<file path="src/hwcnn_pkg.sv">
`default_nettype none

package hwcnn_pkg;

	//////////////////////////////////////////////////////////////////////
	// datapath sizes
	//////////////////////////////////////////////////////////////////////

	localparam int TAPS       = 9;             // 3x3 window
	localparam int PIX_W      = 8;             // signed pixel / weight
	localparam int BEAT_W     = TAPS * PIX_W;  // one memory beat holds one window
	localparam int ACC_W      = 20;            // room for nine 16-bit products
	localparam int INST_LEN   = 64;
	localparam int APP_ADDR_W = 29;            // one address per beat
	localparam int CNT_W      = 8;
	localparam int SHIFT_W    = 5;

	//////////////////////////////////////////////////////////////////////
	// instruction layout, msb first
	//////////////////////////////////////////////////////////////////////

	localparam int OPC_MSB   = 63;
	localparam int OPC_LSB   = 62;
	localparam int RELU_BIT  = 61;
	localparam int SHIFT_MSB = 60;
	localparam int SHIFT_LSB = 56;
	localparam int COUNT_MSB = 55;
	localparam int COUNT_LSB = 48;
	localparam int BUFA_LSB  = 40;             // buf_addr is [47:40]
	localparam int KERA_LSB  = 32;             // ker_addr is [39:32]
	localparam int DDRA_LSB  = 0;              // ddr_addr is [31:0], low 29 used

	typedef enum logic [1:0] {
		op_load_weight  = 2'd0,
		op_load_feature = 2'd1,
		op_conv         = 2'd2,
		op_nop          = 2'd3
	} opcode_t;

	// MIG user interface command codes
	typedef enum logic [2:0] {
		cmd_write = 3'd0,
		cmd_read  = 3'd1
	} mig_cmd_t;

	typedef enum logic [2:0] {
		st_wait_calib,
		st_fetch,
		st_transfer,     // load in progress
		st_conv_run,     // windows still being issued
		st_conv_drain    // last results on their way out
	} ctrl_state_t;

endpackage

`default_nettype wire

</file>
<file path="src/ddr_port.sv">
`timescale 1ns/1ps
`default_nettype none

module ddr_port import hwcnn_pkg::*; #(
	parameter int BUF_ADDR_W = 8
) (
	input  logic                  clk,
	input  logic                  rst,
	input  logic                  start,
	input  opcode_t               op,
	input  logic [APP_ADDR_W-1:0] ddr_addr,
	input  logic [BUF_ADDR_W-1:0] buf_addr,
	input  logic [CNT_W-1:0]      count,
	input  logic                  app_rdy,
	input  logic                  app_wdf_rdy,
	input  logic                  app_rd_data_valid,
	input  logic [BEAT_W-1:0]     app_rd_data,
	input  logic                  res_valid,
	input  logic [PIX_W-1:0]      res_data,
	output logic                  res_ready,
	output logic                  weight_wr_en,
	output logic                  feature_wr_en,
	output logic [BUF_ADDR_W-1:0] buf_wr_addr,
	output logic [BEAT_W-1:0]     buf_wr_data,
	output logic                  app_en,
	output mig_cmd_t              app_cmd,
	output logic [APP_ADDR_W-1:0] app_addr,
	output logic [BEAT_W-1:0]     app_wdf_data,
	output logic                  app_wdf_end,
	output logic                  app_wdf_wren,
	output logic                  done
);

	logic                  busy;
	logic                  wr_mode;      // conv write-back, else a load
	logic                  to_weight;
	logic [CNT_W-1:0]      total;
	logic [CNT_W-1:0]      cmd_cnt;      // read commands accepted
	logic [CNT_W-1:0]      beat_cnt;     // beats returned or results written
	logic [APP_ADDR_W-1:0] cmd_addr;
	logic [BUF_ADDR_W-1:0] buf_ptr;
	logic                  cmd_pend;
	logic                  data_pend;
	logic                  cmd_fire;
	logic                  data_fire;
	logic                  res_fire;
	logic                  rd_beat;
	logic                  wr_complete;
	logic                  finished;

	assign cmd_fire  = app_en && app_rdy;
	assign data_fire = app_wdf_wren && app_wdf_rdy;
	assign res_fire  = res_valid && res_ready;
	assign rd_beat   = busy && !wr_mode && app_rd_data_valid;

	// one result in flight, both handshakes must close before the next
	assign res_ready   = busy && wr_mode && !cmd_pend && !data_pend;
	assign wr_complete = (cmd_pend || data_pend) && (cmd_fire || !cmd_pend)
		&& (data_fire || !data_pend);
	assign finished    = busy && (beat_cnt == total);

	assign app_en       = cmd_pend || (busy && !wr_mode && (cmd_cnt != total));
	assign app_cmd      = wr_mode ? cmd_write : cmd_read;
	assign app_addr     = cmd_addr;
	assign app_wdf_wren = data_pend;
	assign app_wdf_end  = data_pend;   // single beat bursts

	always_ff @(posedge clk) begin
		if (rst) begin
			busy          <= 1'b0;
			done          <= 1'b0;
			cmd_pend      <= 1'b0;
			data_pend     <= 1'b0;
			weight_wr_en  <= 1'b0;
			feature_wr_en <= 1'b0;
			cmd_cnt       <= '0;
			beat_cnt      <= '0;
		end else begin
			done          <= 1'b0;
			weight_wr_en  <= rd_beat && to_weight;
			feature_wr_en <= rd_beat && !to_weight;
			if (start) begin
				busy     <= 1'b1;
				cmd_cnt  <= '0;
				beat_cnt <= '0;
			end else begin
				if (finished) begin
					busy <= 1'b0;
					done <= 1'b1;
				end
				if (cmd_fire && !wr_mode)
					cmd_cnt <= cmd_cnt + 1'b1;
				if (rd_beat || wr_complete)
					beat_cnt <= beat_cnt + 1'b1;
			end
			if (cmd_fire)
				cmd_pend <= 1'b0;
			if (data_fire)
				data_pend <= 1'b0;
			if (res_fire) begin
				cmd_pend  <= 1'b1;
				data_pend <= 1'b1;
			end
		end
	end

	// transfer setup, addresses and data
	always_ff @(posedge clk) begin
		if (start) begin
			total     <= count;
			wr_mode   <= (op == op_conv);
			to_weight <= (op == op_load_weight);
			cmd_addr  <= ddr_addr;
			buf_ptr   <= buf_addr;
		end else begin
			if (cmd_fire)
				cmd_addr <= cmd_addr + 1'b1;
			if (rd_beat)
				buf_ptr <= buf_ptr + 1'b1;
		end
		if (rd_beat) begin
			buf_wr_addr <= buf_ptr;
			buf_wr_data <= app_rd_data;
		end
		if (res_fire)
			app_wdf_data <= {{(BEAT_W - PIX_W){1'b0}}, res_data};   // byte in [7:0]
	end

endmodule

`default_nettype wire

</file>
<file path="config.mk">
export PLATFORM = sky130hd
export DESIGN_NAME = ddr_port
export DESIGN_NICKNAME = d
export VERILOG_FILES = /design/src/hwcnn_pkg.sv /design/src/ddr_port.sv
export SDC_FILE = /design/constraint.sdc
export NUM_CORES = 1
export LEC_CHECK = 0
export CAP_MARGIN = 5
export CORE_MARGIN = 8
export CORE_UTILIZATION = 50
export DETAILED_ROUTE_END_ITERATION = 7
export DONT_BUFFER_PORTS = 1
export PLACE_DENSITY = 0.64
export REMOVE_ABC_BUFFERS = 1
export SYNTH_ARGS = -nofsm -noshare
export SYNTH_HDL_FRONTEND = slang
export SYNTH_SLANG_ARGS = --single-unit
</file>
<file path="constraint.sdc">
create_clock -name clk -period 8.3 [get_ports clk]
set_clock_uncertainty 0.15 [all_clocks]
set_input_delay 0.83 -clock clk [delete_from_list [all_inputs] [get_ports clk]]
set_output_delay 0.83 -clock clk [all_outputs]
set_load 0.005 [all_outputs]
</file>
* Word level (Yosys, flattened, before mapping)
Index checks and enable logic that the tools add are counted.
Word-level totals: register bits 157, input bits 134, output and inout port bits 191, word-level logic and storage cells 66
Operators by class: $add $sub $neg 4, eq/ne operators 3, multiplexer cells 12, reduce and logical (&&, ||, !) cells 31
Operators by type and width (number):
- $mux 29 | 2
- $add 29x1->29 const B | 1
- $add 8x1->8 const B | 3
- $mux 8 | 2
- $logic_and 1x1->1 | 15
- $reduce_bool 2->1 | 5
- $eq 8x8->1 | 1
- $mux 1 | 8
- $ne 8x8->1 | 1
- $logic_or 1x1->1 | 5
- $logic_not 1->1 | 4
- $eq 2x2->1 const B | 1
- $logic_not 2->1 | 1
- $reduce_or 2->1 | 1

* Logic depth before layout (Yosys ltp)
word-level depth 9, depth in mapped cells 6

* Worst setup path after synthesis
No wires, ideal clock.
path type input to register, from in app_rd_data_valid, to reg buf_wr_addr[0] (enable), arrival 2.612 ns, path slack 5.105 ns, stages 2, path buffers 0, cells stage by stage nand3b_1 > inv_1
On the way: word-level cells in the longest chain between the ends 1
RTL lines:
- start, declared | RTL line ddr_port.sv:16 | input logic app_rd_data_valid,
- $logic_and 1x1->1 | RTL line ddr_port.sv:54 | assign rd_beat = busy && !wr_mode && app_rd_data_valid;
- net rd_beat | RTL line ddr_port.sv:47 | logic rd_beat;
- end signal, assigned | RTL line ddr_port.sv:122 | buf_wr_addr <= buf_ptr;
- end, declared | RTL line ddr_port.sv:23 | output logic [BUF_ADDR_W-1:0] buf_wr_addr,
The timed path passes the listed nets, and every way through them passes these cells. A chain may end at the register's enable or synchronous reset.

* Final worst setup path
from reg total[3], to out app_en
On the way: word-level cells in the longest chain between the ends 3
RTL lines:
- start, declared | RTL line ddr_port.sv:37 | logic [CNT_W-1:0] total;
- start signal, assigned | RTL line ddr_port.sv:110 | total <= count;
- $ne 8x8->1 | RTL line ddr_port.sv:62 | assign app_en = cmd_pend || (busy && !wr_mode && (cmd_cnt != total));
- $logic_and 1x1->1 | RTL line ddr_port.sv:62
- $logic_or 1x1->1 | RTL line ddr_port.sv:62
- end, declared | RTL line ddr_port.sv:25 | output logic app_en,
No other way between the ends.

==> flow_summary.ini <==
[outcome]
status = finished clean

[floorplan]
die_w_um = 133
ioPinCount = 325
start_util = 0.512
dieArea_um2 = 17600
fp.coreArea_um2 = 13300
num_rows = 42
die_y_um = 133

[yosys]
syn_area_um2 = 6810
synthFlopType = edfxtp_1
synth-warning-count = 0
synth-edff-count = 135
synthCells = 511
ys_seq_area_frac = 0.660
synth.avg_cell_area_um2 = 13.3
synth_seq_cells = 157
synth_cell_types = 46
synth_async_sr_flop_share = 0

[setup_path]
critPathRequiredTime_ps = 7320
start_kind = register
path_cells = xor2_1, nor4_2, nand2_1, a31o_1
r2r_slack_ps = 6020
max_stage_delay_ps = 430
r2r_cells = 6
critPathCaptureType = output pin
crit_slowest_cell = nor4_2
r2r_end = app_addr[21]
path_buf_inv = 0
crit_type = reg2out
rr_startpoint = total[3]
crit_arrival_ps = 1800
crit_family = simple AND/OR/NAND/NOR gates
cp_max_fo = 3

[finish]
nets = 656
fin_util = 0.550
area_delta_synth_final_pct = 7.37
stdcell_area_um2 = 7310
drive_above_1_share = 0.0868

[drt]
drc = 0
final_antenna_net_count = 0
first_pass_iters = 5
routedWlPerCell_um = 23.2
wl_mm = 16.4
first_iter_violations = 225
viasPerCell = 5.30
vias = 3744

[clocking]
cts_root_buffer = clkbuf_16
cts_buffers = 17
cts_resized = 0
clockBufferDepth = 2
clk_pin_slew_worst_paths_ps = 60
cts_tree = yes
cts_setup_buffers = 0
clkLatencyLatePin_ps = 420
hold_buffers = 0
clkSinkCount = 157
htreeDepth = 4

[grt]
overflow = 0
grt_max_degree = 92
track_usage = 0.180
grt_pass1_wl_mm = 24.0
antenna_found_initial = 1
grt_pass1_vias = 3850

[timing]
fmax_mhz = 360
slew_violations = 0
finalCritPeriodShare = 0.335
setup_viol = 0
slew_headroom = 0.348
whs_ps = 329
worst_pin_slew_ps = 978
hold_violations = 0
min_period_ps = 2780
timing.setup.tns_ps = 0
rsz0062_at_grt = false

[power_and_ir_drop]
power_density_nw_per_um2 = 243
p_leak_nw = 2.61
power_w = 0.00178
ir_drop_mv = 0.121

[min_path]
holdPathStages = 1
worstHoldEndpoint = busy
min_from = rst
hold_path_class = in2reg

[placement]
gp_congestion = 0.855
portBuffers = 0
hpwlAfterDp_mm = 12.2
post_dp_cell_area_um2 = 6740

[job]
max-cap-violations = 0
## power by group
part           switching (W)  total (W)  internal [W]
Sequential         0.0000401   0.000943      0.000903
Clock               0.000311   0.000754      0.000443
Combinational      0.0000488  0.0000782     0.0000294
## Yosys cell counts (5+ instances only)
cell type	number	area [µm²]
xor2_1	34	298
nand2_1	56	210
nor2_1	15	56.3
nand3_1	9	45.0
nor3_1	9	45.0
clkbuf_1	7	26.3
buf_4	67	503
or3_1	5	31.3
mux2i_1	6	60.1
o21ai_1	13	65.1
dfxtp_1	22	440
o21ai_0	23	115
inv_1	5	18.8
and3_1	16	100
nand4_1	18	113
edfxtp_1	135	4050
xnor2_1	22	193
## cell type report
| type | instances | area, µm² |
|---|---|---|
| Fill cell | 1099 | 5990 |
| Sequential cell | 157 | 4490 |
| Multi-Input combinational cell | 335 | 1990 |
| Clock buffer | 18 | 429 |
| Tap cell | 176 | 220 |
| Clock inverter | 13 | 140 |
| Inverter | 5 | 18.8 |
| Timing Repair Buffer | 2 | 15.0 |
| Antenna cell | 1 | 2.50 |
## kinds of logic after synthesis
kind of cell	after synthesis	synth area share
flip-flops	157	0.660
AND/OR/NAND/NOR	148	0.116
buffers and inverters	84	0.0835
XOR/XNOR	56	0.0721
AO/OA/AOI/OAI	53	0.0484
multiplexers	8	0.0121
adder cells (fa/ha/maj)	4	0.00735
other	1	0.000551
## worst max path at each step
stage,startpoint,end,depth (start not counted)
after CTS,total[3],app_en,4
after global placement,app_rd_data_valid,buf_wr_data[55],3
final,total[3],app_en,4
after detailed placement,app_rd_data_valid,buf_wr_data[25],3
after global routing,total[3],app_en,4
after floorplan,app_rd_data_valid,buf_wr_addr[0],2
## layout by cell type, fill, tap and decap left out, drive strengths merged, types with 3 or more instances in the layout
cell type	n
edfxtp	135
conb	66
nand2	56
o21ai	37
xor2	34
xnor2	22
dfxtp	22
nand4	18
clkbuf	18
and3	17
nor2	15
nand3	11
nor3	9
inv	9
mux2i	6
clkinv	6
or3	5
and2	4
o211ai	4
ha	4
nor4	4
nor2b	3
## stage by stage
| stage | worst slack, ps | instances |
|---|---|---|
| after floorplan | 5100 | 497 |
| after global placement | 5900 | 675 |
| after detailed placement | 5870 | 675 |
| after CTS | 5480 | 706 |
| after global routing | 5430 | 707 |
| final | 5520 | 707 |
## flip-flops by register name, indices dropped and copies added, names as in the netlist, 8 cells and up
register / cells
buf_wr_addr: 8
total: 8
app_wdf_data: 8
buf_ptr: 8
beat_cnt: 8
cmd_cnt: 8
app_addr: 29
buf_wr_data: 72
## routing by layer
layer  vias to the layer above  wire length, µm  GRT usage
met5                         -                0          0
met4                         0              215     0.0505
met3                        19             1370     0.0768
met2                       211             8180      0.296
met1                      1796             6640      0.209
li1                       1718                -          -
No activity file was read; power rests on OpenSTA's default activity.
