==> src/hwcnn_pkg.sv <==
`default_nettype none

package hwcnn_pkg;

	//////////////////////////////////////////////////////////////////////
	// datapath sizes
	//////////////////////////////////////////////////////////////////////

	localparam int TAPS       = 9;             // 3x3 window
	localparam int PIX_W      = 8;             // signed pixel / weight
	localparam int BEAT_W     = TAPS * PIX_W;  // one memory beat holds one window
	localparam int ACC_W      = 20;            // room for nine 16-bit products
	localparam int INST_LEN   = 64;
	localparam int APP_ADDR_W = 29;            // one address per beat
	localparam int CNT_W      = 8;
	localparam int SHIFT_W    = 5;

	//////////////////////////////////////////////////////////////////////
	// instruction layout, msb first
	//////////////////////////////////////////////////////////////////////

	localparam int OPC_MSB   = 63;
	localparam int OPC_LSB   = 62;
	localparam int RELU_BIT  = 61;
	localparam int SHIFT_MSB = 60;
	localparam int SHIFT_LSB = 56;
	localparam int COUNT_MSB = 55;
	localparam int COUNT_LSB = 48;
	localparam int BUFA_LSB  = 40;             // buf_addr is [47:40]
	localparam int KERA_LSB  = 32;             // ker_addr is [39:32]
	localparam int DDRA_LSB  = 0;              // ddr_addr is [31:0], low 29 used

	typedef enum logic [1:0] {
		op_load_weight  = 2'd0,
		op_load_feature = 2'd1,
		op_conv         = 2'd2,
		op_nop          = 2'd3
	} opcode_t;

	// MIG user interface command codes
	typedef enum logic [2:0] {
		cmd_write = 3'd0,
		cmd_read  = 3'd1
	} mig_cmd_t;

	typedef enum logic [2:0] {
		st_wait_calib,
		st_fetch,
		st_transfer,     // load in progress
		st_conv_run,     // windows still being issued
		st_conv_drain    // last results on their way out
	} ctrl_state_t;

endpackage

`default_nettype wire

==> src/conv_pe.sv <==
`timescale 1ns/1ps
`default_nettype none

module conv_pe import hwcnn_pkg::*; (
	input  logic               clk,
	input  logic               rst,
	input  logic               win_issue,
	input  logic [BEAT_W-1:0]  feature,   // buffer outputs, one cycle after issue
	input  logic [BEAT_W-1:0]  kernel,
	input  logic [SHIFT_W-1:0] shift,
	input  logic               relu,
	input  logic               res_ready,
	output logic               in_ready,
	output logic               res_valid,
	output logic [PIX_W-1:0]   res_data
);

	localparam logic signed [ACC_W-1:0] SAT_MAX = 127;
	localparam logic signed [ACC_W-1:0] SAT_MIN = -128;

	logic                      rd_valid;   // buffer read stage
	logic                      prod_valid;
	logic signed [2*PIX_W-1:0] prod [TAPS];
	logic signed [ACC_W-1:0]   acc;
	logic signed [ACC_W-1:0]   scaled;
	logic signed [ACC_W-1:0]   clamped;
	logic        [PIX_W-1:0]   clipped;

	// whole pipe stalls when the output is stuck
	assign in_ready = !(res_valid && !res_ready);

	always_ff @(posedge clk) begin
		if (rst) begin
			rd_valid   <= 1'b0;
			prod_valid <= 1'b0;
			res_valid  <= 1'b0;
		end else if (in_ready) begin
			rd_valid   <= win_issue;
			prod_valid <= rd_valid;
			res_valid  <= prod_valid;
		end
	end

	//////////////////////////////////////////////////////////////////////
	// stage 1 products, stage 2 sum / shift / relu / saturate
	//////////////////////////////////////////////////////////////////////

	always_ff @(posedge clk) begin
		if (in_ready) begin
			for (int i = 0; i < TAPS; i++)
				prod[i] <= $signed(feature[i*PIX_W +: PIX_W]) * $signed(kernel[i*PIX_W +: PIX_W]);
		end
	end

	always_comb begin
		acc = '0;
		for (int i = 0; i < TAPS; i++)
			acc = acc + prod[i];
		scaled  = acc >>> shift;   // arithmetic
		clamped = (relu && scaled < 0) ? '0 : scaled;
		if (clamped > SAT_MAX)
			clipped = SAT_MAX[PIX_W-1:0];
		else if (clamped < SAT_MIN)
			clipped = SAT_MIN[PIX_W-1:0];
		else
			clipped = clamped[PIX_W-1:0];
	end

	always_ff @(posedge clk) begin
		if (in_ready)
			res_data <= clipped;
	end

endmodule

`default_nettype wire

==> config.mk <==
export PLATFORM = sky130hd
export DESIGN_NAME = conv_pe
export DESIGN_NICKNAME = d
export VERILOG_FILES = /design/src/hwcnn_pkg.sv /design/src/conv_pe.sv
export SDC_FILE = /design/constraint.sdc
export NUM_CORES = 2
export LEC_CHECK = 0
export CORE_MARGIN = 4
export CORE_UTILIZATION = 50
export CTS_BUF_LIST = sky130_fd_sc_hd__clkbuf_4
export DETAILED_ROUTE_END_ITERATION = 12
export DONT_BUFFER_PORTS = 1
export HOLD_SLACK_MARGIN = 0.1
export SYNTH_ARGS = -nofsm -noshare
export SYNTH_HDL_FRONTEND = slang
export SYNTH_SLANG_ARGS = --single-unit
export TNS_END_PERCENT = 1
==> constraint.sdc <==
create_clock -name clk -period 10.85 [get_ports clk]
set_clock_uncertainty 0.05 [all_clocks]
set_input_delay 1.085 -clock clk [delete_from_list [all_inputs] [get_ports clk]]
set_output_delay 1.085 -clock clk [all_outputs]
set_load 0.1 [all_outputs]
* Yosys cells after proc, flatten, opt, wreduce, memory -nomap -nowiden
Memories as Yosys holds them, arrays and structs flattened. Cells that the tools add are included.
Operators by class: $add $sub $neg 8, $mul 9, divide/modulo/power cells 0, order comparisons 3, equality and inequality tests 0, shifts and indexed selects 1, mux-type cells 3, bitwise gates (word level) 0, reductions and logical operators 4
Operator list (number):
- $mul A8 B8 Y16 | 9
- $add A20 B16 Y20 | 4
- $add A19 B16 Y20 | 1
- $gt A20 B8 Y1 const B | 1
- $lt A20 B1 Y1 const B | 1
- $lt A20 B8 Y1 const B | 1
- $mux W20 | 1
- $sshr A20 B5 Y20 | 1
- $add A18 B16 Y19 | 1
- $add A17 B16 Y18 | 1
- $add A16 B16 Y17 | 1
- $mux W8 | 1
- $logic_and A1 B1 Y1 | 2
- $logic_not A1 Y1 | 2
- $mux W1 | 1
Word-level totals: bits in registers 11, bits in latches 0, RAM bits 144, bits in read-only memories 0, bits of input ports 154, output and inout port bits 10, word-level logic and storage cells 33, memories kept 1
Memory list:
- prod | depth 9, width 16, rd ports 9, clocked after memory_dff 0, wr ports 9, RTL line conv_pe.sv:23 | logic signed [2*PIX_W-1:0] prod [TAPS];

* Depth between registers and ports, before layout
depth after elaboration 14, mapped depth 21, mapped depth without buffers 21

* Least setup slack after synthesis
No wires, ideal clock.
path kind register to register, start memory prod[0][2] in the netlist's numbering, end register res_data[0], data pin, library setup time 0.254 ns, arrival 5.597 ns, required time 10.546 ns, path slack 4.949 ns, stages on the path, launching flop included 20, buffers on the path 0, clock period less this slack 5.901 ns, path through edfxtp_1 -> fa_1 -> fa_1 -> fa_1 -> inv_1 -> fa_1 -> inv_1 -> ha_1 -> fa_1 -> a211oi_2 -> o31ai_4 -> o211ai_1 -> mux2_1 -> o22a_1 -> or3_1 -> and3_1 -> a311o_1 -> nor4_4 -> a21boi_2 -> a21o_1
RTL lines:
- start, declared | RTL line conv_pe.sv:23
- end signal, assigned | RTL line conv_pe.sv:71 | res_data <= clipped;
- end, declared | RTL line conv_pe.sv:15 | output logic [PIX_W-1:0] res_data

==> results.txt <==
Across all layers, the routed design uses 20609 vias. The HPWL after detailed placement is 61.01 mm. The main combinational cell family by area after synthesis is adder cells. The initial cell density of the core is between 50% and 60%. The master of the slowest instance on the critical path is fa_1. At the later pin of the worst-skew pair, clock insertion delay measures between 0.6 and 0.7 ns. The signal arrival time at the worst endpoint came out at about 6.6 ns. The detailed router finished its first iteration with 1124 violations. Of all cell types, the one taking the most synthesized area is fa_1. The worst setup path is captured at a flop. The number of cells traversed by the worst register-to-register path is 19.

The DRC violation count after routing is 0. Clock tree synthesis found a total of 155 sinks. In this run the mean area of a mapped cell was 10.01 um2. Of the synthesized area, sequential elements account for 14.80%. The tree is rooted in a clkbuf_4. The worst path meets setup with 4.593 ns of slack. The minimum clock period after layout is between 6 and 7 ns.

For this run, the leading register cell type out of synthesis is edfxtp_1. After layout, the worst path uses 57.67% of the clock period. The share of Yosys cell area claimed by the top area cell type came out at 39.07%. The worst setup slack for register-to-register paths came out at 4.59 ns. The die boundary width is 258.0 um. The vertical die dimension is around 260 um. For this run, the number of Yosys warnings is 0. The fill cell instance count of the final layout came out at 5664.

The xor-xnor portion of the synthesized cell area came out at under 10%. The adder-cell share of the synthesized area came out at 50.32%. For the worst setup path, the data required time is 11.17 ns. The overflow left after global routing came out at 0. The top fanout value on the critical path is 7. The synthesized netlist devotes 6.349% of its cell area to compound gates. The I/O pin count came out at about 160.

The delay of the slowest critical-path stage came out at 0.60 ns. The met3 global-route usage is 2.913%. The number of buffers inserted for hold repair after clock tree synthesis came out at 0. The quantity of I/O buffers inserted on ports came out at 0. By instance count, the leading cell after synthesis is inv_1. The number of max-cap violations is 0.

The number of global-route vias before repair is 22419. By count the netlist is led by inv_1 (760), fa_1 (610), and2_1 (359). STA classifies the critical path startpoint as a flop. With fillers left out, the area of the finished cells amounts to 32470 um2. The most frequent cell on the critical path is fa_1. The distinct cell type count of the synthesized netlist is 78.

The top achievable clock speed is around 160 MHz. The proportion of synthesized area in mux cells is less than 1%. The post-cts resize count is 0. The area growth from synthesis to final layout is 3.871%. The synthesized flop and latch total is 155. The endpoint identified for the worst register-to-register timing path is res_data[2]$_SDFFCE_PN1N_. The startpoint identified for the worst hold timing path is prod_valid$_SDFFE_PP0N_. Timing analysis after detailed placement gives a worst setup slack of 4.586 ns. The final hold slack came out at 0.4042 ns. The instance count of the mapped netlist came out at 3122. In the synthesized netlist the async set-or-reset flop fraction comes to 0%.

The clock buffer count from CTS came out at 17. The final number of hold-violating endpoints is 0. The cell count of the worst hold path is 2. The die area came out at ~67000 um2. The wire length of the first global-routing pass is approximately 120 mm.

The initial antenna violation count was 3. The final-stage net count came out at 4155. The count of nets left with antenna violations once routing finished came out at 0.

The slew of the pin with the lowest slew margin came out at 1.047 ns. The class of the most critical setup path is flop to flop. The post-detailed-route via-to-cell ratio came out at between 5 and 6. The type of the worst min-delay path is flop to flop. The met2 track utilization from global routing is approximately two fifths.

The startpoint identified for the worst register-to-register timing path is prod[0][2]$_DFFE_PN_. The average wire length per cell after detail routing is 17.54 um. The routability congestion estimate is 0.8841.

For this run, global-route usage on met1 was measured as between 20% and 30%. The H-tree level count came out at 4. The post-synthesis instance area came out at 31260 um2. Setup repair after global routing left no endpoint under its margin.

TritonCTS built the clock tree. The summed negative setup slack over all endpoints came out at 0 ns. After Yosys synthesis, and, or, nand and nor cells account for 13.91% of the synthesized area. For hold timing, the worst endpoint is prod_valid$_SDFFE_PP0N_. The number of pins exceeding their max-slew limit in the final report is 0. Entering global routing, the biggest net connects 86 pins. The row count is slightly above 90. The clock passes through at most 2 buffers. The share of layout cells above drive strength 1 came out at 1.985%. The clock-pin slew on the worst setup and hold paths came out at 0.14 ns. The run finished with clean final reports. Before antenna repair, the detailed router went through 5 iterations. Counting every net in the synthesized netlist gives 4167. The number of setup buffers added after CTS is 0. The placement-stage cell area came out at 32170 um2. The final setup violation count came out at 0.

The signal on the critical path passes through fa_1 > fa_1 > fa_1 > inv_1 > fa_1 > inv_1 > ha_1 > fa_1 > a211oi_2 > o31ai_4 > o211ai_1 > mux2_1 > o22a_1 > or3_1 > and3_1 > a311o_1 > nor4_4 > a21boi_2 > a21o_1. In the global route stage, overall resource usage came out at 21.86%. The synthesized design contains 152 enable-type register cells.

The core outline area is 61830 um2. The headroom to the max-slew limit came out at 30.18%. The most used routing layer in global routing is met2. Wires add up to roughly 70 mm. Yosys attributes the largest share of cell area to fa_1 (39%), edfxtp_1 (15%), ha_1 (11%).
[critical path: cells and delay by family (launching register included)]
family | cells | cell delay (ns)
buffers and inverters | 2 | 0.10
muxes | 1 | 0.34
and+or+nand+nor | 3 | 0.77
DFF | 1 | 0.43
AOI/OAI and AO/OA | 7 | 1.58
adders and majority gates | 6 | 2.75
[worst max-delay path by stage]
stage	end	slack (ns)	startpoint	cells after the start
after floorplan	res_data[0]$_SDFFCE_PN1N_	4.95	prod[0][2]$_DFFE_PN_	19
after global placement	res_data[1]$_SDFFCE_PN1N_	4.64	prod[0][2]$_DFFE_PN_	19
after detailed placement	res_data[4]$_SDFFCE_PN1N_	4.59	prod[0][2]$_DFFE_PN_	19
after CTS	res_data[2]$_SDFFCE_PN1N_	4.56	prod[0][2]$_DFFE_PN_	19
after global routing	res_data[5]$_SDFFCE_PN1N_	4.22	prod[0][2]$_DFFE_PN_	19
final	res_data[2]$_SDFFCE_PN1N_	4.59	prod[0][2]$_DFFE_PN_	19
[flip-flops by register name, summed over array words and instances, names as in the netlist]
signal and cells:
rd_valid 1, res_data 8, prod 144, res_valid 1, prod_valid 1
[area by class of cell]
cell class                      instances  area [um2]  area share [%]
Antenna cell                            3       7.507         0.02312
Clock buffer                           17       127.6          0.3931
Timing Repair Buffer                    1       7.507         0.02312
Inverter                              760        2858           8.802
Sequential cell                       155        4624           14.24
Multi-Input combinational cell       2175       23630           72.78
Tap cell                              837        1047           3.226
Clock inverter                         15       165.2          0.5087
[logic make-up (layout without fill, tap and decap cells)]
group | Yosys count | count (layout)
AOI/OAI and AO/OA | 307 | 307
xor gates and xnor gates | 156 | 156
adders and majority gates | 891 | 891
buffers and inverters | 792 | 793
DFF | 155 | 155
muxes | 15 | 15
other | 0 | 3
and+or+nand+nor | 806 | 806
[cell usage in the layout, fill, tap and decap left out, drive strengths merged, types with 9 or more instances in the layout]
cell type,count
a211oi,9
a21o,44
a21oi,94
and2,359
clkbuf,17
edfxtp,152
fa,610
ha,281
inv,769
nand2,198
nand2b,71
nand3,14
nor2,88
nor2b,15
nor3,19
o21ai,74
o21bai,10
xnor2,124
xor2,32
[metal layers]
layer,part of all wire (%),routed length [um],up-vias
met3,4.3,3017,73
met2,51,35540,415
met5,0,0,-
met1,42,29530,10539
li1,-,-,9582
met4,2.0,1413,0
[through the flow]
step,util (%),std cells
final,52.51,3963
after floorplan,-,3122
after global routing,52.50,3961
after CTS,52.50,3960
after global placement,52.03,3928
after detailed placement,52.03,3928
Power is left out: the tool's default activity adds up to more than one toggle a clock period on the data nets, which glitch-free logic cannot reach.
