$ cat src/hwcnn_pkg.sv
`default_nettype none

package hwcnn_pkg;

	//////////////////////////////////////////////////////////////////////
	// datapath sizes
	//////////////////////////////////////////////////////////////////////

	localparam int TAPS       = 9;             // 3x3 window
	localparam int PIX_W      = 8;             // signed pixel / weight
	localparam int BEAT_W     = TAPS * PIX_W;  // one memory beat holds one window
	localparam int ACC_W      = 20;            // room for nine 16-bit products
	localparam int INST_LEN   = 64;
	localparam int APP_ADDR_W = 29;            // one address per beat
	localparam int CNT_W      = 8;
	localparam int SHIFT_W    = 5;

	//////////////////////////////////////////////////////////////////////
	// instruction layout, msb first
	//////////////////////////////////////////////////////////////////////

	localparam int OPC_MSB   = 63;
	localparam int OPC_LSB   = 62;
	localparam int RELU_BIT  = 61;
	localparam int SHIFT_MSB = 60;
	localparam int SHIFT_LSB = 56;
	localparam int COUNT_MSB = 55;
	localparam int COUNT_LSB = 48;
	localparam int BUFA_LSB  = 40;             // buf_addr is [47:40]
	localparam int KERA_LSB  = 32;             // ker_addr is [39:32]
	localparam int DDRA_LSB  = 0;              // ddr_addr is [31:0], low 29 used

	typedef enum logic [1:0] {
		op_load_weight  = 2'd0,
		op_load_feature = 2'd1,
		op_conv         = 2'd2,
		op_nop          = 2'd3
	} opcode_t;

	// MIG user interface command codes
	typedef enum logic [2:0] {
		cmd_write = 3'd0,
		cmd_read  = 3'd1
	} mig_cmd_t;

	typedef enum logic [2:0] {
		st_wait_calib,
		st_fetch,
		st_transfer,     // load in progress
		st_conv_run,     // windows still being issued
		st_conv_drain    // last results on their way out
	} ctrl_state_t;

endpackage

`default_nettype wire

$ cat src/top_control.sv
`timescale 1ns/1ps
`default_nettype none

module top_control import hwcnn_pkg::*; #(
	parameter int BUF_ADDR_W = 8
) (
	input  logic                  clk,
	input  logic                  rst,

	// instruction FIFO, first word fall through
	input  logic [INST_LEN-1:0]   instruct,
	input  logic                  inst_empty,
	output logic                  inst_req,
	input  logic                  init_calib_complete,

	// transfer engine
	output logic                  start,
	output opcode_t               op,
	output logic [APP_ADDR_W-1:0] ddr_addr,
	output logic [BUF_ADDR_W-1:0] buf_addr,
	output logic [CNT_W-1:0]      count,
	input  logic                  done,

	// conv datapath
	input  logic                  in_ready,
	output logic [BUF_ADDR_W-1:0] weight_rd_addr,
	output logic [BUF_ADDR_W-1:0] feature_rd_addr,
	output logic                  win_issue,
	output logic [SHIFT_W-1:0]    shift,
	output logic                  relu
);

	ctrl_state_t           state;
	opcode_t               inst_op;
	logic [CNT_W-1:0]      issued;     // windows sent so far
	logic [BUF_ADDR_W-1:0] feat_ptr;

	assign inst_op = opcode_t'(instruct[OPC_MSB:OPC_LSB]);

	// fetch only when idle and the memory is up
	assign inst_req = (state == st_fetch) && !inst_empty && init_calib_complete;

	assign win_issue       = (state == st_conv_run) && in_ready && (issued != count);
	assign feature_rd_addr = feat_ptr;

	//////////////////////////////////////////////////////////////////////
	// instruction fields, held for the whole instruction
	//////////////////////////////////////////////////////////////////////

	always_ff @(posedge clk) begin
		if (inst_req) begin
			op             <= inst_op;
			relu           <= instruct[RELU_BIT];
			shift          <= instruct[SHIFT_MSB:SHIFT_LSB];
			count          <= instruct[COUNT_MSB:COUNT_LSB];
			buf_addr       <= instruct[BUFA_LSB +: BUF_ADDR_W];
			weight_rd_addr <= instruct[KERA_LSB +: BUF_ADDR_W];   // one kernel per conv
			ddr_addr       <= instruct[DDRA_LSB +: APP_ADDR_W];
		end
	end

	//////////////////////////////////////////////////////////////////////
	// sequencing FSM
	//////////////////////////////////////////////////////////////////////

	always_ff @(posedge clk) begin
		if (rst) begin
			state    <= st_wait_calib;
			start    <= 1'b0;
			issued   <= '0;
			feat_ptr <= '0;
		end else begin
			start <= 1'b0;
			case (state)
				st_wait_calib: begin
					if (init_calib_complete)
						state <= st_fetch;
				end
				st_fetch: begin
					if (inst_req) begin
						issued   <= '0;
						feat_ptr <= instruct[BUFA_LSB +: BUF_ADDR_W];
						case (inst_op)
							op_nop: begin
								state <= st_fetch;      // dropped, fetch again next cycle
							end
							op_conv: begin
								start <= 1'b1;          // arms the write side of ddr_port
								state <= st_conv_run;
							end
							default: begin
								start <= 1'b1;
								state <= st_transfer;
							end
						endcase
					end
				end
				st_transfer: begin
					if (done)
						state <= st_fetch;
				end
				st_conv_run: begin
					if (win_issue) begin
						issued   <= issued + 1'b1;
						feat_ptr <= feat_ptr + 1'b1;
					end
					if (issued == count)
						state <= st_conv_drain;
				end
				st_conv_drain: begin
					if (done)
						state <= st_fetch;  // last write accepted
				end
				default: state <= st_wait_calib;
			endcase
		end
	end

endmodule

`default_nettype wire

$ cat config.mk
export PLATFORM = sky130hd
export DESIGN_NAME = top_control
export DESIGN_NICKNAME = d
export VERILOG_FILES = /design/src/hwcnn_pkg.sv /design/src/top_control.sv
export SDC_FILE = /design/constraint.sdc
export NUM_CORES = 1
export LEC_CHECK = 0
export ABC_AREA = 1
export BUFFER_PORTS_ARGS = -buffer_cell sky130_fd_sc_hd__buf_2
export CORE_AREA = 5 5 95 97
export DETAILED_ROUTE_END_ITERATION = 12
export DIE_AREA = 0 0 100 102
export GPL_TIMING_DRIVEN = 1
export PLACE_DENSITY = 0.72
export SKIP_CTS_REPAIR_TIMING = 1
export SLEW_MARGIN = 20
export SYNTH_ARGS = -nofsm -noshare
export SYNTH_HDL_FRONTEND = slang
export SYNTH_SLANG_ARGS = --single-unit
$ cat constraint.sdc
create_clock -name clk -period 2.3 [get_ports clk]
set_input_delay 0.115 -clock clk [delete_from_list [all_inputs] [get_ports clk]]
set_output_delay 0.115 -clock clk [all_outputs]
set_load 0.005 [all_outputs]
Word level (Yosys, flattened, before mapping). Cells that the tools add are included. W data, S select, Z words.

Input bits: 70. Logic and storage cells: 52. Register bits: 81.

Equality and inequality tests: 13. Add/sub/neg operators: 2. Bitwise gates (word level): 2. Reduce and logical (&&, ||, !) cells: 11. Multiplexer cells: 13.

Operator list (number): $mux W8 (4); $pmux W8 S2 (2); $add A8 B1 Y8 const B (2); $mux W3 (4); $pmux W3 S4 (1); $eq A8 B8 Y1 (1); $ne A8 B8 Y1 (1); $eq A3 B2 Y1 const B (2); $ne A2 B2 Y1 const B (3); $eq A2 B2 Y1 const B (2); $logic_and A1 B1 Y1 (4); $ne A2 B1 Y1 const B (2); $pmux W2 S2 (1); $reduce_and A4 Y1 (1); $eq A3 B1 Y1 const B (1); $eq A3 B3 Y1 const B (1); $logic_not A3 Y1 (1); $reduce_and A3 Y1 (1); $reduce_or A3 Y1 (1); $not A1 Y1 (2); $reduce_bool A2 Y1 (1); $reduce_or A2 Y1 (1); $logic_not A1 Y1 (1); $mux W1 (1).

Logic depth before layout (Yosys ltp). Gate-level depths: netlist of the first run.

Depth in word-level cells: 5. Gate-level depth with buffers: 11.

Least setup slack after synthesis of the first run. OpenSTA, ideal clock, no wires.

Path type: register to register. Start: register state[0]. End: register state[1]. Arrival time: 2441 ps. Required time: 2228 ps. Path slack: -214 ps. Stages on the path, launching flop included: 7. Buffers on the path: 0. Cells stage by stage: dfxtp_1 inv_1 nor3_1 nand2_1 inv_1 nand2_1 a21oi_1.

Cells in the longest elaborated chain, start to end: 5.

Ends and longest elaborated chain: start, declared (line top_control.sv:33) `ctrl_state_t state;`; start signal, assigned (line top_control.sv:68) `state <= st_wait_calib;`; start signal, assigned (line top_control.sv:77) `state <= st_fetch;`; start signal, assigned (line top_control.sv:85) `state <= st_fetch;`; $eq A3 B1 Y1 (line top_control.sv:41) `assign inst_req = (state == st_fetch) && !inst_empty && init_calib_complete;`; $logic_and A1 B1 Y1 (2 in series) (line top_control.sv:41); named net inst_req (line top_control.sv:13) `output logic inst_req,`; $ne A2 B2 Y1 (no line); $reduce_and A4 Y1 (no line).

The timed path passes the listed nets, and every way through them passes these cells. A chain may end at the register's enable or synchronous reset.

Worst setup path after layout of the first run.
Start: register state[0]. End: output inst_req.

Cells in the longest elaborated chain, start to end: 3.

Ends and longest elaborated chain (line): $eq A3 B1 Y1 (top_control.sv:41); $logic_and A1 B1 Y1 (2 in series) (top_control.sv:41); end, declared (top_control.sv:13).

Every way passes these cells.

==> summary.txt, run 1 <==
Outcome
  • Outcome: finished, final reports clean

Yosys
  • Cell taking the most area after synthesis: edfxtp_1
  • Register area share after synthesis: 0.7057
  • Synthesis warning total: 0
  • Mean Syn Cell Area: 11.63 um2
  • Synth top area share: 0.5791
  • Top-count cell post-synth: nand2_1
  • Cells after Synth: 272
  • Count of cell types in the netlist: 28
  • List of most frequent post-synthesis cells: 71 x nand2_1, 61 x edfxtp_1, 25 x nor2_1
  • Asr flop ratio synth: 0
  • Top cells by area, synth: edfxtp_1 58%, dfxtp_1 13%, nand2_1 8.4%
  • Synth Register Bits: 81
  • Mapped Area: 0.003163 mm2
  • Synth Net Count: 344
  • Number of synthesized flops with an enable pin: 61
  • Primary FF master, synth: edfxtp_1

Place
  • Global placer's final weighted congestion: 0.7823
  • Placement Setup Slack: 0.6941 ns
  • Final HPWL DP: 5180 um
  • Cell Area, Placed: 0.003985 mm2
  • Cell Count Post-Placement: 513
  • Buffers added on ports: 138

Drt
  • WL/cell: 13.59 um
  • Final WL: 8021 um
  • DRC: 0
  • Via count: 2688
  • 1st-iter DRT viols: 77
  • Via-per-instance ratio: 4.556
  • Post-DRT Antenna Nets: 0
  • DR pass1 iterations: 4

Global routing
  • Initial antenna violation count: 0
  • Total GRT Usage: 0.1420
  • Vias in the first global route: 2384
  • First-pass GRT wire length: 11310 um
  • Pin count of the biggest net entering global routing: 64
  • Overflow left after global routing: 0

Worst setup path
  • Buffer and inverter count on the worst path: 4
  • Critical path cell sequence: inv_1, nor3_1, nand2_1, clkinvlp_4, buf_12, buf_2
  • Crit path DAT: 1.80 ns
  • RR Endpoint: count[1]$_DFFE_PP_
  • CP top delay family: buffers and inverters
  • WS Path Type: flip-flop to output pin
  • Crit path depth: 6
  • R2R depth: 5
  • Worst-path fanout max: 63
  • R2r startpoint: state[0]$_SDFFE_PP0P_
  • Setup crit start: state[0]$_SDFFE_PP0P_
  • Slowest Stage Delay on Critical Path: 0.33 ns
  • CP endpoint kind: output pin
  • R2r setup slk: 0.70 ns
  • Worst Setup Start Kind: flip-flop
  • Slowest cell on crit path: dfxtp_1
  • Req. time, crit path: 2.18 ns

Clocking
  • Clk_lat worst skew: 0.35 ns
  • Max Root-Sink Buffers: 2
  • Clock transition at path regs: 0.08 ns
  • TritonCTS clock tree: built
  • # clock sinks: 81
  • CTS HTree Levels: 3
  • Clk root buf: clkbuf_8
  • Clock buffer count from CTS: 9

Hold path
  • Hold path depth: 2
  • Min-Delay Endpoint: start$_SDFF_PP0_
  • Worst hold start: rst
  • Hold Crit Class: input pin to flip-flop

Cells and area
  • Number of diodes: 0
  • Nets: 552
  • Non-Filler Instances: 590
  • Design area: 0.004816 mm2
  • Layout area overhead: 52.25%
  • Ratio of cells with drive above 1 in the final layout: 0.3423

Die
  • Initial Util: 0.3929
  • Die H: 102 um
  • DIE WIDTH: 100 um
  • Die ar.: 0.01020 mm2
  • Std cell rows: 33
  • Core area: 0.008051 mm2
  • I/O pin count: 142

Timing
  • Final max-slew violation count: 0
  • Final worst setup slack: 0.3819 ns
  • Final Hold Viols: 0
  • Fin crit period: 1.918 ns
  • Maximum clock frequency: 0.5214 GHz
  • Clock Skews: 0.01155 ns
  • Worst slew pin tran: 0.3377 ns
  • Setup repair after global routing missed its margin: false
  • Rel. slew slack: 0.7749
  • Setup TNS: 0 ns
  • Crit share post-route: 0.8339
  • Setup violations, final: 0

Flow run
  • MaxCap Viol Count: 0

Power
  • LEAKAGE: 1.997 nW
  • Pwr Density: 633.9 mW/mm2
  • Worst vdd ir: 267.4 uV
[metrics by stage]
| stage | utilization | total power [mW] | hold WS, ns |
|---|---|---|---|
| floorplan | - | 1.753 | 0.1841 |
| global placement | 0.4949 | 1.859 | 0.2917 |
| detailed placement | 0.4949 | 1.868 | 0.2931 |
| CTS | 0.5223 | 3.001 | -0.08393 |
| global route | 0.5981 | 3.176 | 0.1397 |
| finish | 0.5981 | 3.053 | 0.1302 |
[how the worst max path moves through the flow]
stage | slack, ns | endpoint
finish | 0.38 | inst_req
floorplan | 0.23 | buf_addr[0]$_DFFE_PP_
detailed placement | 0.69 | issued[1]$_SDFFE_PP0P_
CTS | 0.38 | inst_req
global route | 0.24 | inst_req
global placement | 0.74 | feature_rd_addr[5]$_SDFFE_PP0P_
[final cells by class]
| class | count | area (um2) |
|---|---|---|
| clock buffer | 10 | 127.6 |
| clock inverter | 6 | 92.59 |
| fill | 666 | 3236 |
| inverter | 23 | 92.59 |
| multi-input combinational | 163 | 803.3 |
| sequential | 81 | 2232 |
| tap | 105 | 131.4 |
| timing repair buffer | 202 | 1336 |
[state kept, by name, summed over array words and instances (netlist names)]
register and count:
relu 1, start 1, feature_rd_addr 8, weight_rd_addr 8
state 3, count 8, shift 5, buf_addr 8
op 2, ddr_addr 29, issued 8
[per-layer routing]
layer / up-vias / GRT usage / wire, um
li1: 1339 / - / -
met1: 1236 / 0.1720 / 3205
met2: 103 / 0.2437 / 4061
met3: 10 / 0.03891 / 652
met4: 0 / 0.05285 / 102
met5: - / 0 / 0
[worst register-to-register path, stage by stage (launching register included)]
cell	delay, ns
dfxtp_1	0.33
inv_1	0.09
nor3_1	0.24
nand2_1	0.16
clkinvlp_4	0.11
buf_12	0.27
[kinds of logic after synthesis]
| group | Yosys count | synth area share |
|---|---|---|
| AND/OR/NAND/NOR | 125 | 0.1800 |
| flip-flops | 81 | 0.7057 |
| AO/OA/AOI/OAI | 30 | 0.04945 |
| buffers and inverters | 28 | 0.04035 |
| XOR/XNOR | 6 | 0.01661 |
| adder cells (fa/ha/maj) | 2 | 0.007910 |
[placed cells by master, fill, tap and decap left out, types with 2 or more instances in the layout]
master,n
a21oi_1,18
buf_2,138
buf_4,2
bufinv_16,2
clkbuf_8,9
clkinv_4,2
clkinvlp_4,3
dfxtp_1,20
dlygate4sd3_1,61
edfxtp_1,61
ha_1,2
inv_1,20
nand2_1,71
nand3_1,15
nand3b_1,3
nand4_1,2
nor2_1,25
nor3_1,2
nor3b_2,3
o21ai_0,9
xnor2_1,4
xor2_1,2
[report_power, final]
part | internal [mW] | switching, mW
Combinational | 0.159 | 0.119
Sequential | 1.62 | 0.0207
Clock | 0.615 | 0.522
Total | 2.39 | 0.662
Note: power is estimated with default switching activity, not from simulation.
==> run 2: changes to the inputs <==
==> constraint.sdc (replaced) <==
create_clock -name clk -period 1.64 [get_ports clk]
set_input_delay 0.082 -clock clk [delete_from_list [all_inputs] [get_ports clk]]
set_output_delay 0.082 -clock clk [all_outputs]
set_load 0.005 [all_outputs]
==> run 2 against run 1 <==
  * The flow now finishes with violations (setup timing)
  * First-iteration DRC count grew 3.9%
  * Setup slack lost 0.39 ns
  * Via count grew 2.2%
  * Clock skew shrank 0.0034 ns
  * Routed wire length grew 1.6%
  * Utilization grew 3.5 points
  * Count of clock-buffer cells in the layout grew 2
  * Die area is the same
  * Critical path depth grew 2
  * Cell count grew 3.6%
  * Hold slack gained 0.0036 ns
  * Critical endpoint is now win_issue
==> summary.txt, run 2 (synthesis gave the netlist of run 1 again) <==
Drt
  • DRC: 0 (unchanged)
  • DR pass1 iterations: 4 (unchanged)
  • WL/cell: 13.34 um (-1.9%)
  • Via count: 2747 (+2.2%)
  • Routed met1 length: 3381 um (+5.5%)
  • 1st-iter DRT viols: 80 (+3.9%)
  • Post-DRT Antenna Nets: 0 (unchanged)
  • Via-per-instance ratio: 4.496 (-1.3%)
  • Final WL: 8149 um (+1.6%)
  • Top Layer Used: met4
  • Met3 WL: 631 um (-3.2%)
  • Met2 wire length: 4029 um (-0.79%)

Timing
  • Setup TNS: -0.004241 ns (-0.004241 ns)
  • Final max-slew violation count: 0 (unchanged)
  • Worst slew pin tran: 0.2543 ns (-0.08345 ns)
  • Setup violations, final: 1 (+1)
  • Fin crit period: 1.644 ns
  • Rel. slew slack: 0.8299 (+0.05508)
  • Crit share post-route: 1.003
  • Clock Skews: 0.008121 ns (-0.003431 ns)
  • Maximum clock frequency: 0.6082 GHz
  • Final worst setup slack: -0.004241 ns (-0.3862 ns)
  • Setup repair after global routing missed its margin: true
  • Final Hold Viols: 0 (unchanged)

Power
  • Logic pwr share: 0.095 (+0.004)
  • Int Pwr: 3.613 mW (+51%)
  • Clock power share: 0.395 (+0.022)
  • Pwr Density: 883.6 mW/mm2 (+39%)
  • Sw frac: 0.1974 (-0.01937)
  • P_sw: 0.8887 mW (+34%)
  • Total power: 4.502 mW (+47%)
  • LEAKAGE: 2.138 nW (+7.0%)
  • Worst vdd ir: 534.0 uV (+100%)
  • Flop pwr share: 0.510 (-0.026)

Worst setup path
  • Worst Setup Start Kind: flip-flop
  • CP endpoint kind: output pin
  • Worst-path fanout max: 5 (-92%)
  • WS Path Type: flip-flop to output pin
  • Crit path DAT: 1.56 ns (-0.24 ns)
  • Req. time, crit path: 1.56 ns (-0.62 ns)

Cells and area
  • Max FFs per register: 29 (unchanged)
  • Reg area: 0.002241 mm2 (+0.39%)
  • Filler cells: 662 (-0.60%)
  • Area of the multi-input gates: 842.1 um2 (+4.8%)
  • Top reg by flops: ddr_addr
  • Most common cell after layout, fill and taps aside: buf_2
  • Number of diodes: 0 (unchanged)
  • Nets: 573 (+3.8%)
  • Ratio of cells with drive above 1 in the final layout: 0.3893 (+0.04706)
  • Layout area overhead: 61.08%
  • Commonest cells after routing, fill and taps aside: 137 x buf_2, 69 x nand2_1, 62 x dlygate4sd3_1

Clocking
  • TritonCTS clock tree: built
  • # clock sinks: 81 (unchanged)
  • Max Root-Sink Buffers: 2 (unchanged)
  • Clock transition at path regs: 0.08 ns (about the same)
  • CTS HTree Levels: 3 (unchanged)
  • Clk root buf: clkbuf_8
  • Clk_lat worst skew: 0.34 ns (about the same)
  • Clock buffer count from CTS: 9 (unchanged)

Outcome
  • Outcome: finished with violations
  • Violated checks: setup timing

Place
  • Placement Setup Slack: 0.1228 ns (-0.5714 ns)
  • Global placer's final weighted congestion: 0.8153 (+4.2%)
  • Final HPWL DP: 5337 um (+3.0%)
  • Buffers added on ports: 138 (unchanged)

Global routing
  • Vias in the first global route: 2398 (+0.59%)
  • Total GRT Usage: 0.1414 (-0.0005605)
  • Pin count of the biggest net entering global routing: 36 (-44%)
  • Initial antenna violation count: 0 (unchanged)
  • Overflow left after global routing: 0 (unchanged)
  • First-pass GRT wire length: 11190 um (-1.0%)

Die
  • Die H: 102 um (unchanged)
  • DIE WIDTH: 100 um (unchanged)
  • Std cell rows: 33 (unchanged)
  • Die ar.: 0.01020 mm2 (unchanged)
  • Initial Util: 0.3929 (unchanged)
  • I/O pin count: 142 (unchanged)
  • Core area: 0.008051 mm2 (unchanged)

Flow run
  • MaxCap Viol Count: 0 (unchanged)

Hold path
  • Hold Crit Class: input pin to flip-flop
run 2: layout make-up:
type                       instances  area share
inverter                          23     0.01916
tap                              105     0.02579
sequential                        81      0.4398
multi-input combinational        164      0.1653
timing repair buffer             222      0.3001
clock buffer                      12     0.03045
clock inverter                     4     0.01940
run 2: layer usage:
layer / global-route usage / vias to the layer above
met5: 0 / -
met4: 0.06321 / 0
met3: 0.04983 / 8
met2: 0.2329 / 113
met1: 0.1681 / 1246
li1: - / 1380
run 2: stage by stage:
stage / utilization / area (um2) / hold WS (ns) / std cells
final: 0.6328 / 5095 / 0.1338 / 611
after detailed placement: 0.5049 / 4065 / 0.2601 / 519
after global routing: 0.6328 / 5095 / 0.1587 / 611
after CTS: 0.5364 / 4319 / -0.1142 / 535
after floorplan: - / 3189 / 0.1414 / 272
after global placement: 0.5049 / 4065 / 0.2582 / 519
run 2: worst max-delay path, stage by stage (launching register included):
cell and delay [ns]:
edfxtp_1 0.42, xnor2_1 0.15, nand2_1 0.07, nor2_1 0.12
nand2_2 0.09, nand3_4 0.11, buf_6 0.12, inv_4 0.03
buf_6 0.10
run 2: power groups by stage:
stage | Clock [mW] | Combinational [mW] | Sequential, mW
4_1_cts | 1.84 | 0.296 | 2.30
3_3_place_gp | 0 | 0.285 | 2.34
3_5_place_dp | 0 | 0.295 | 2.34
2_1_floorplan | 0 | 0.116 | 2.35
5_1_grt | 1.92 | 0.472 | 2.30
6_report | 1.78 | 0.427 | 2.30
run 2: final timing paths:
kind	from	slack, ns	cells past startpoint	endpoint
worst max-delay path	count[6]$_DFFE_PP_	-0.004	8	win_issue
worst min-delay path	in_ready	0.13	4	issued[7]$_SDFFE_PP0P_
worst max register to register	count[6]$_DFFE_PP_	0.14	9	issued[6]$_SDFFE_PP0P_
worst min register to register	issued[0]$_SDFFE_PP0P_	0.47	1	issued[0]$_SDFFE_PP0P_
